$ cat src/source/zig_zag_config.svh
//**********************************************************
// Build-time constants for the coefficient reorder stage.
// COEF_WIDTH may be changed freely. The block geometry is
// fixed at 8x8 and the index tables depend on it.
//**********************************************************

`ifndef ZIG_ZAG_CONFIG_SVH
`define ZIG_ZAG_CONFIG_SVH

// Bits of one signed quantized coefficient.
`define COEF_WIDTH 12

//**********************************************************
// Block geometry
//**********************************************************

// Edge length of a block. Must stay 8 for the lookup tables.
`define BLOCK_DIM 8

// Coefficients per block.
`define BLOCK_SIZE (`BLOCK_DIM * `BLOCK_DIM)

`endif

$ cat src/source/zig_zag_pkg.sv
//**********************************************************
// Shared types of the reorder stage.
// The index type covers one 8x8 block and is used for both
// row-major and zig-zag positions.
//**********************************************************

`include "zig_zag_config.svh"

package zig_zag_pkg;

    //**********************************************************
    // Data and address types
    //**********************************************************

    // One signed coefficient.
    typedef logic signed [`COEF_WIDTH-1:0] coef_t;

    // Position within a block, row-major or zig-zag.
    typedef logic [$clog2(`BLOCK_SIZE)-1:0] block_index_t;

    // Block buffer bank select.
    typedef logic bank_t;

    //**********************************************************
    // State machines
    //**********************************************************

    typedef enum logic {
        reader_idle,     // Waiting for a full bank.
        reader_draining  // Stepping through the 64 addresses.
    } reader_state_e;

endpackage

$ cat src/source/coef_ram_if.sv
//**********************************************************
// Block buffer bus between the writer, the reader and the
// two-bank memory. No clock inside; the memory and both
// sides share the design clock.
//**********************************************************

interface coef_ram_if;

    // Write side, one coefficient per cycle.
    logic                      write_en;
    zig_zag_pkg::bank_t        write_bank;
    zig_zag_pkg::block_index_t write_addr;
    zig_zag_pkg::coef_t        write_data;

    // Read side. Data comes back one cycle after the address.
    logic                      read_en;
    zig_zag_pkg::bank_t        read_bank;
    zig_zag_pkg::block_index_t read_addr;
    zig_zag_pkg::coef_t        read_data;

    modport writer (
        output write_en, write_bank, write_addr, write_data
    );

    modport reader (
        output read_en, read_bank, read_addr,
        input  read_data
    );

    modport ram (
        input  write_en, write_bank, write_addr, write_data,
        input  read_en, read_bank, read_addr,
        output read_data
    );

endinterface

$ cat src/source/coef_bank_ram.sv
//**********************************************************
// Two-bank coefficient buffer, 64 entries per bank.
// Synchronous write, registered read with one cycle latency.
// Storage and read data come up undefined after power-on.
//**********************************************************

`include "zig_zag_config.svh"

module coef_bank_ram (
    input logic     clk,
    coef_ram_if.ram ram
);

    // Bank select is the top address bit.
    zig_zag_pkg::coef_t mem [0:2*`BLOCK_SIZE-1];

    always_ff @(posedge clk) begin
        if (ram.write_en) begin
            mem[{ram.write_bank, ram.write_addr}] <= ram.write_data;
        end
    end

    always_ff @(posedge clk) begin
        if (ram.read_en) begin
            ram.read_data <= mem[{ram.read_bank, ram.read_addr}];  // One cycle late.
        end
    end

    //**********************************************************
    // Bank separation
    //**********************************************************

    // At full input rate the last read of a drain shares its cycle with
    // the first write of the next fill into the same bank. That write
    // goes to address 0, so it never meets the word still being read.
    property p_bank_separation;
        @(posedge clk)
        (ram.write_en && ram.read_en && (ram.write_bank == ram.read_bank))
            |-> (ram.read_addr == 6'(`BLOCK_SIZE - 1))
                && (ram.write_addr != ram.read_addr);
    endproperty

    a_bank_separation: assert property (p_bank_separation)
        else $error("Write and read collide in bank %0d.", ram.write_bank);

endmodule

$ cat src/source/scan_reader.sv
//**********************************************************
// Drain side of the reorder buffer.
// Reads a full bank at addresses 0 to 63, one per cycle.
// A new block_ready may arrive on the last address of a
// drain, which gives a gapless run at full input rate.
// Outputs are registered behind the memory read register.
//**********************************************************

`include "zig_zag_config.svh"

module scan_reader (
    input  logic               clk,
    input  logic               arst_n,
    input  logic               block_ready,
    input  zig_zag_pkg::bank_t ready_bank,
    coef_ram_if.reader         ram,
    output logic               out_valid,
    output zig_zag_pkg::coef_t out_coef,
    output logic               out_block_start
);

    localparam zig_zag_pkg::block_index_t last_index = 6'(`BLOCK_SIZE - 1);

    zig_zag_pkg::reader_state_e state;
    zig_zag_pkg::block_index_t  drain_addr;
    zig_zag_pkg::bank_t         drain_bank;
    logic                       valid_q;  // Aligned with read_data.
    logic                       start_q;

    assign ram.read_en   = (state == zig_zag_pkg::reader_draining);
    assign ram.read_addr = drain_addr;
    assign ram.read_bank = drain_bank;

    //**********************************************************
    // Drain sequencer
    //**********************************************************

    always_ff @(posedge clk or negedge arst_n) begin
        if (!arst_n) begin
            state      <= zig_zag_pkg::reader_idle;
            drain_addr <= '0;
            drain_bank <= '0;
        end else if (block_ready) begin
            state      <= zig_zag_pkg::reader_draining;  // Restart on the new bank.
            drain_addr <= '0;
            drain_bank <= ready_bank;
        end else if (state == zig_zag_pkg::reader_draining) begin
            if (drain_addr == last_index) begin
                state <= zig_zag_pkg::reader_idle;
            end
            drain_addr <= drain_addr + 1'b1;  // Wraps back to 0.
        end
    end

    // Valid and start follow the read through the memory register
    // and then the output register.
    always_ff @(posedge clk or negedge arst_n) begin
        if (!arst_n) begin
            valid_q         <= 1'b0;
            start_q         <= 1'b0;
            out_valid       <= 1'b0;
            out_block_start <= 1'b0;
        end else begin
            valid_q         <= ram.read_en;
            start_q         <= ram.read_en && (drain_addr == '0);
            out_valid       <= valid_q;
            out_block_start <= start_q;
        end
    end

    always_ff @(posedge clk) begin
        out_coef <= ram.read_data;
    end

    // A block completing before the drain reaches its last address
    // means the input ran faster than one coefficient per cycle.
    a_no_overrun: assert property (
        @(posedge clk) disable iff (!arst_n)
        block_ready |-> (state == zig_zag_pkg::reader_idle) || (drain_addr == last_index)
    ) else $error("Input overrun, block ready at drain address %0d.", drain_addr);

endmodule

$ cat src/source/scan_writer.sv
//**********************************************************
// Fill side of the reorder buffer.
// One coefficient per in_valid cycle, no back-pressure.
// The mode is taken from inverse at the first coefficient of
// a block; changes later in the block are ignored.
//**********************************************************

`include "zig_zag_config.svh"

module scan_writer (
    input  logic               clk,
    input  logic               arst_n,
    input  logic               in_valid,
    input  zig_zag_pkg::coef_t in_coef,
    input  logic               inverse,
    coef_ram_if.writer         ram,
    output logic               block_ready,
    output zig_zag_pkg::bank_t ready_bank
);

    localparam zig_zag_pkg::block_index_t last_index = 6'(`BLOCK_SIZE - 1);

    zig_zag_pkg::block_index_t position;     // Input order index.
    zig_zag_pkg::block_index_t mapped_addr;
    zig_zag_pkg::bank_t        fill_bank;
    logic                      mode_latched;
    logic                      block_mode;

    // First coefficient uses the live input, the rest use the latch.
    assign block_mode = (position == '0) ? inverse : mode_latched;

    zig_zag_map map_i (
        .inverse  (block_mode),
        .position (position),
        .address  (mapped_addr)
    );

    //**********************************************************
    // Buffer write
    //**********************************************************

    assign ram.write_en   = in_valid;
    assign ram.write_bank = fill_bank;
    assign ram.write_addr = mapped_addr;  // Reordered slot.
    assign ram.write_data = in_coef;

    // The bank that just filled is the one no longer being filled.
    assign ready_bank = ~fill_bank;

    always_ff @(posedge clk or negedge arst_n) begin
        if (!arst_n) begin
            position     <= '0;
            fill_bank    <= '0;
            mode_latched <= 1'b0;
            block_ready  <= 1'b0;
        end else begin
            block_ready <= 1'b0;
            if (in_valid) begin
                if (position == '0) begin
                    mode_latched <= inverse;
                end
                if (position == last_index) begin
                    position    <= '0;
                    fill_bank   <= ~fill_bank;  // Swap banks.
                    block_ready <= 1'b1;
                end else begin
                    position <= position + 1'b1;
                end
            end
        end
    end

    a_write_addr_known: assert property (
        @(posedge clk) disable iff (!arst_n)
        ram.write_en |-> !$isunknown(ram.write_addr)
    ) else $error("Write address unknown at position %0d.", position);

endmodule

$ cat src/source/zig_zag_map.sv
//**********************************************************
// Combinational 8x8 index map between row-major order and
// the JPEG zig-zag scan.
// inverse low  : position is row-major, address is zig-zag.
// inverse high : position is zig-zag, address is row-major.
// Row-major indices are written in octal as row_column.
//**********************************************************

`include "zig_zag_config.svh"

module zig_zag_map (
    input  logic                      inverse,
    input  zig_zag_pkg::block_index_t position,
    output zig_zag_pkg::block_index_t address
);

    //**********************************************************
    // Row-major position to zig-zag index
    //**********************************************************

    // One block row per line.
    localparam zig_zag_pkg::block_index_t rm_to_zz [0:`BLOCK_SIZE-1] = '{
        6'd0,  6'd1,  6'd5,  6'd6,  6'd14, 6'd15, 6'd27, 6'd28,  // Row 0.
        6'd2,  6'd4,  6'd7,  6'd13, 6'd16, 6'd26, 6'd29, 6'd42,  // Row 1.
        6'd3,  6'd8,  6'd12, 6'd17, 6'd25, 6'd30, 6'd41, 6'd43,  // Row 2.
        6'd9,  6'd11, 6'd18, 6'd24, 6'd31, 6'd40, 6'd44, 6'd53,  // Row 3.
        6'd10, 6'd19, 6'd23, 6'd32, 6'd39, 6'd45, 6'd52, 6'd54,  // Row 4.
        6'd20, 6'd22, 6'd33, 6'd38, 6'd46, 6'd51, 6'd55, 6'd60,  // Row 5.
        6'd21, 6'd34, 6'd37, 6'd47, 6'd50, 6'd56, 6'd59, 6'd61,  // Row 6.
        6'd35, 6'd36, 6'd48, 6'd49, 6'd57, 6'd58, 6'd62, 6'd63   // Row 7.
    };

    //**********************************************************
    // Zig-zag index to row-major position
    //**********************************************************

    // One anti-diagonal per line, in scan order.
    // The scan turns at the block edges, so the direction
    // alternates from line to line.
    localparam zig_zag_pkg::block_index_t zz_to_rm [0:`BLOCK_SIZE-1] = '{
        6'o0_0,
        6'o0_1, 6'o1_0,
        6'o2_0, 6'o1_1, 6'o0_2,
        6'o0_3, 6'o1_2, 6'o2_1, 6'o3_0,
        6'o4_0, 6'o3_1, 6'o2_2, 6'o1_3, 6'o0_4,
        6'o0_5, 6'o1_4, 6'o2_3, 6'o3_2, 6'o4_1, 6'o5_0,
        6'o6_0, 6'o5_1, 6'o4_2, 6'o3_3, 6'o2_4, 6'o1_5, 6'o0_6,
        6'o0_7, 6'o1_6, 6'o2_5, 6'o3_4, 6'o4_3, 6'o5_2, 6'o6_1, 6'o7_0,
        6'o7_1, 6'o6_2, 6'o5_3, 6'o4_4, 6'o3_5, 6'o2_6, 6'o1_7,
        6'o2_7, 6'o3_6, 6'o4_5, 6'o5_4, 6'o6_3, 6'o7_2,
        6'o7_3, 6'o6_4, 6'o5_5, 6'o4_6, 6'o3_7,
        6'o4_7, 6'o5_6, 6'o6_5, 6'o7_4,
        6'o7_5, 6'o6_6, 6'o5_7,
        6'o6_7, 6'o7_6,
        6'o7_7
    };

    //**********************************************************
    // Direction select
    //**********************************************************

    always_comb begin
        if (inverse) begin
            address = zz_to_rm[position];  // Decoder side.
        end else begin
            address = rm_to_zz[position];  // Encoder side.
        end
    end

endmodule

$ cat src/source/zig_zag_scanner.sv
//**********************************************************
// Coefficient reorder stage for 8x8 blocks.
// inverse low: row-major in, zig-zag out (encoder).
// inverse high: zig-zag in, row-major out (decoder).
// No back-pressure on either side. First output comes three
// cycles after the edge that takes the 64th input, then 64
// outputs follow back to back.
//**********************************************************

module zig_zag_scanner (
    input  logic               clk,
    input  logic               arst_n,
    input  logic               in_valid,
    input  zig_zag_pkg::coef_t in_coef,
    input  logic               inverse,
    output logic               out_valid,
    output zig_zag_pkg::coef_t out_coef,
    output logic               out_block_start
);

    logic               block_ready;  // Writer to reader handoff.
    zig_zag_pkg::bank_t ready_bank;

    coef_ram_if ram_if ();

    scan_writer writer_i (
        .clk         (clk),
        .arst_n      (arst_n),
        .in_valid    (in_valid),
        .in_coef     (in_coef),
        .inverse     (inverse),
        .ram         (ram_if.writer),
        .block_ready (block_ready),
        .ready_bank  (ready_bank)
    );

    coef_bank_ram ram_i (
        .clk (clk),
        .ram (ram_if.ram)
    );

    scan_reader reader_i (
        .clk             (clk),
        .arst_n          (arst_n),
        .block_ready     (block_ready),
        .ready_bank      (ready_bank),
        .ram             (ram_if.reader),
        .out_valid       (out_valid),
        .out_coef        (out_coef),
        .out_block_start (out_block_start)
    );

endmodule

$ cat config.mk
export PLATFORM = sky130hd
export DESIGN_NAME = zig_zag_scanner
export DESIGN_NICKNAME = d
export VERILOG_FILES = /design/src/source/zig_zag_pkg.sv /design/src/source/coef_ram_if.sv /design/src/source/coef_bank_ram.sv /design/src/source/scan_reader.sv /design/src/source/scan_writer.sv /design/src/source/zig_zag_map.sv /design/src/source/zig_zag_scanner.sv
export VERILOG_INCLUDE_DIRS = /design/src /design/src/source
export SDC_FILE = /design/constraint.sdc
export NUM_CORES = 2
export LEC_CHECK = 0
export BUFFER_PORTS_ARGS = -buffer_cell sky130_fd_sc_hd__buf_2
export CORE_ASPECT_RATIO = 1.1
export CORE_MARGIN = 2
export CORE_UTILIZATION = 50
export CTS_CLUSTER_DIAMETER = 100
export DETAILED_ROUTE_END_ITERATION = 16
export PLACE_DENSITY_LB_ADDON = 0.3
export SETUP_SLACK_MARGIN = 0.1
export SKIP_LAST_GASP = 1
export SYNTH_ARGS = -nofsm -noshare
export SYNTH_HDL_FRONTEND = slang
export SYNTH_SLANG_ARGS = --single-unit
$ cat constraint.sdc
create_clock -name clk -period 4.7 [get_ports clk]
set_input_delay 0.235 -clock clk [delete_from_list [all_inputs] [get_ports clk]]
set_output_delay 0.235 -clock clk [all_outputs]
set_load 0.02 [all_outputs]
==> impl_metrics.env <==
export IMPL_dp_hpwl_mm=101
export IMPL_rrSetupSlack_ns=0.37
export IMPL_synth_edf_count=1548
export IMPL_dp_cells=4922
export IMPL_die_width_um=341
export IMPL_regArea_um2=47300
export IMPL_vias=33319
export IMPL_cts_tree="done"
export IMPL_grt_usage_pct=25.5
export IMPL_setup_viol=0
export IMPL_finClkSkew_ns=0.0341
export IMPL_start_util_pct=50.3
export IMPL_num_rows=136
export IMPL_clkTransAtPathRegs_ns=0.06
export IMPL_place_area_um2=66400
export IMPL_fin_area_um2=71500
export IMPL_grt_setup_unrepaired="no"
export IMPL_wl_met2_mm=78.6
export IMPL_viasPerCell=6.41
export IMPL_fin_cells=5202
export IMPL_syn_num_nets=3216
export IMPL_muxShareOfSynthArea_pct=14.1
export IMPL_p_leak_nw=21.9
export IMPL_cap_violations=0
export IMPL_r2r_end="ram_i.mem[38][7]$_DFFE_PP_"
export IMPL_ys_warnings_count=0
export IMPL_drc=0
export IMPL_fmax_mhz=231
export IMPL_r2r_start="writer_i.position[0]$_DFFE_PN0P_"
export IMPL_top_layer_used="met4"
export IMPL_grt_max_degree=86
export IMPL_synth_compound_area_share_pct=5.38
export IMPL_met1_length_mm=62.6
export IMPL_io_buffers=29
export IMPL_hold_viol_final=0
export IMPL_area_delta_synth_final_pct=14.2
export IMPL_period_share_pct=92.1
export IMPL_antenna_cells=0
export IMPL_wl_per_cell_um=31.2
export IMPL_multi_input_area_um2=14700
export IMPL_htree_levels=4
export IMPL_cts_root_buffer_cell="clkbuf_16"
export IMPL_routed_wl_mm=162
export IMPL_critPathArrivalTime_ns=4.72
export IMPL_drt_pass1_iter_count=6
export IMPL_ys_flop_type="edfxtp_1"
export IMPL_die_y_um=375
export IMPL_wl_met3_mm=14.8
export IMPL_yosysUniqueCellTypes=77
export IMPL_first_iter_violations=4915
export IMPL_coreArea_um2=125000
export IMPL_syn_mean_instance_area_um2=19.7
export IMPL_synthesis_instances=3174
export IMPL_grt_pass1_vias=33246
export IMPL_ys_seq_area_share_pct=75.4
export IMPL_ir_drop_mv=0.662
export IMPL_place_congestion=0.932
export IMPL_clock_latency_ns=0.79
export IMPL_synthArstFlopShare_pct=1.33
export IMPL_synth_area_um2=62600
export IMPL_postRouteAntennaNets=0
export IMPL_cp_start_kind="flip-flop"
export IMPL_relSlewSlack_pct=21.7
export IMPL_drive_above_1_share_pct=26.0
export IMPL_hold_path_class="input port to asynchronous set/reset pin"
export IMPL_cp_required_ns=5.09
export IMPL_worstSetupPathType="flip-flop to flip-flop"
export IMPL_grt_pass1_wl_mm=235
export IMPL_powerDensity_nw_per_um2=481
export IMPL_clock_sinks=1581
export IMPL_num_io_pins=30
export IMPL_reg2reg_depth=8
export IMPL_ys_seq_elements=1581
export IMPL_status="finished, final reports clean"
export IMPL_dieArea_um2=128000
export IMPL_clock_path_buffers=3
export IMPL_antenna_found_initial=0
export IMPL_synth_top_family_by_area="multiplexers"
export IMPL_nNetsFinal=3469
export IMPL_cts_buffers=154
export IMPL_period_needed_ns=4.33
export IMPL_synth_xor_area_share_pct=0.112
export IMPL_maxSlewViolCount=0
export IMPL_synthAdderAreaFrac_pct=0.519
export IMPL_tightestPinTransition_ns=1.17
export IMPL_path_max_fanout=12
export IMPL_crit_path_end_kind="flip-flop"
export IMPL_fill_cells=9022
export IMPL_yosys_area_share_simple_pct=2.98
export IMPL_grt_remaining_overflow=0
## stage by stage
step / total power, mW / TNS, ns / setup slack [ns] / hold slack [ns] / util (%)
after detailed placement: 22.1 / -10.34 / -0.159 / 0.315 / 53.3
after global routing: 35.3 / 0 / 0.162 / 0.0642 / 57.4
after floorplan: 19.4 / 0 / 0.277 / -0.0606 / -
after global placement: 22.1 / -10.68 / -0.166 / 0.313 / 53.3
after CTS: 34.3 / 0 / 0.263 / 0.00832 / 57.4
final: 34.4 / 0 / 0.370 / 0.0526 / 57.4
## timing repair
item / CTS / global route
gates resized for setup: 1 / 3
endpoints found under the setup margin: 156 / 94
endpoints found under the hold margin: 54 / 0
gates cloned: 0 / 0
hold buffers: 3 / 0
pin swaps: 0 / 0
setup buffers: 0 / 2
## logic make-up (layout without fill, tap and decap cells)
family,count (synthesis),count (layout)
compound gates,474,474
xor+xnor,8,8
fa+ha+maj,26,26
buf+inv,216,588
flops,1581,1581
mux,482,482
simple gates,387,387
## flip-flops by register name, indices dropped and copies added (netlist names)
register / flops
writer_i.position: 6
reader_i.out_block_start: 1
writer_i.ram.write_bank: 1
ram_i.mem: 1536
reader_i.start_q: 1
reader_i.ram.read_addr: 6
writer_i.block_ready: 1
reader_i.ram.read_bank: 1
ram_i.ram.read_data: 12
writer_i.mode_latched: 1
reader_i.out_coef: 12
reader_i.ram.read_en: 1
reader_i.out_valid: 1
reader_i.valid_q: 1
## synthesized netlist by cell type, types with 9 or more instances
cell type | count | area [um2]
a211oi_1 | 52 | 390
a21oi_1 | 98 | 490
a221oi_1 | 21 | 184
a22oi_1 | 103 | 773
a31oi_1 | 12 | 75.1
and2_1 | 9 | 56.3
buf_1 | 19 | 71.3
buf_2 | 65 | 325
buf_4 | 10 | 75.1
clkbuf_1 | 105 | 394
dfrtp_1 | 21 | 526
dfxtp_1 | 12 | 240
edfxtp_1 | 1548 | 46500
ha_1 | 26 | 325
inv_1 | 15 | 56.3
mux2i_1 | 160 | 1600
mux4_2 | 319 | 7180
nand2_1 | 83 | 312
nand2b_1 | 26 | 163
nand3_1 | 30 | 150
nor2_1 | 117 | 439
nor2b_1 | 22 | 138
nor3_1 | 54 | 270
nor3b_1 | 9 | 67.6
o211ai_1 | 25 | 188
o21ai_0 | 41 | 205
o221ai_1 | 27 | 236
o22ai_1 | 30 | 188
## worst max path at each step
stage / startpoint / to / slack, ns / cells after the start
floorplan: writer_i.position[1]$_DFFE_PN0P_ / ram_i.mem[32][0]$_DFFE_PP_ / 0.28 / 13
CTS: writer_i.position[0]$_DFFE_PN0P_ / ram_i.mem[115][8]$_DFFE_PP_ / 0.26 / 9
detailed placement: writer_i.position[0]$_DFFE_PN0P_ / ram_i.mem[115][4]$_DFFE_PP_ / -0.16 / 9
global placement: writer_i.position[1]$_DFFE_PN0P_ / ram_i.mem[113][7]$_DFFE_PP_ / -0.17 / 9
finish: writer_i.position[0]$_DFFE_PN0P_ / ram_i.mem[38][7]$_DFFE_PP_ / 0.37 / 8
global route: writer_i.position[0]$_DFFE_PN0P_ / ram_i.mem[38][2]$_DFFE_PP_ / 0.16 / 8
## report_power, final
part | switching (mW) | total, mW | leakage, nW | internal, mW
registers | 0.160 | 16.2 | 14.3 | 16.1
logic | 4.08 | 5.86 | 5.22 | 1.78
clock network | 5.17 | 12.3 | 2.45 | 7.11
total | 9.42 | 34.4 | 21.9 | 25.0
## per-layer routing
metal,track usage (%),up-vias
li1,-,13726
met3,4.73,276
met4,10.5,0
met2,40.2,1844
met5,0,-
met1,35.4,17473
## cells in the final DEF, fill, tap and decap left out, drive strengths merged, types with 30 or more instances in the layout
cell    netlist  layout
mux4        319     319
o21ai        41      41
mux2i       160     160
nand2        84      84
clkbuf      105     181
nand3        32      32
clkinv        0      60
edfxtp     1548    1548
nor2        118     118
a21oi        98      98
a22oi       103     103
buf          95     294
nor3         54      54
o22ai        30      30
a211oi       52      52
## critical path, cell delays in order, from the launching register on
cell	delay, ns
dfrtp_1	0.39
inv_1	0.29
ha_1	0.36
nor3b_2	0.34
a21boi_0	0.26
or2_2	0.48
o31ai_2	0.72
nand2_1	0.19
nor3_2	0.89
## final cells by class
type                    count  share of cell area (%)
flip-flops and latches   1581                    66.1
multi-input cells        1377                    20.6
clock buffers             181                    5.62
repair buffers            297                    3.38
well taps                1656                    2.90
clock inverters            94                    1.37
inverters                  16                  0.0840
Power figures use the tool's default switching activity.
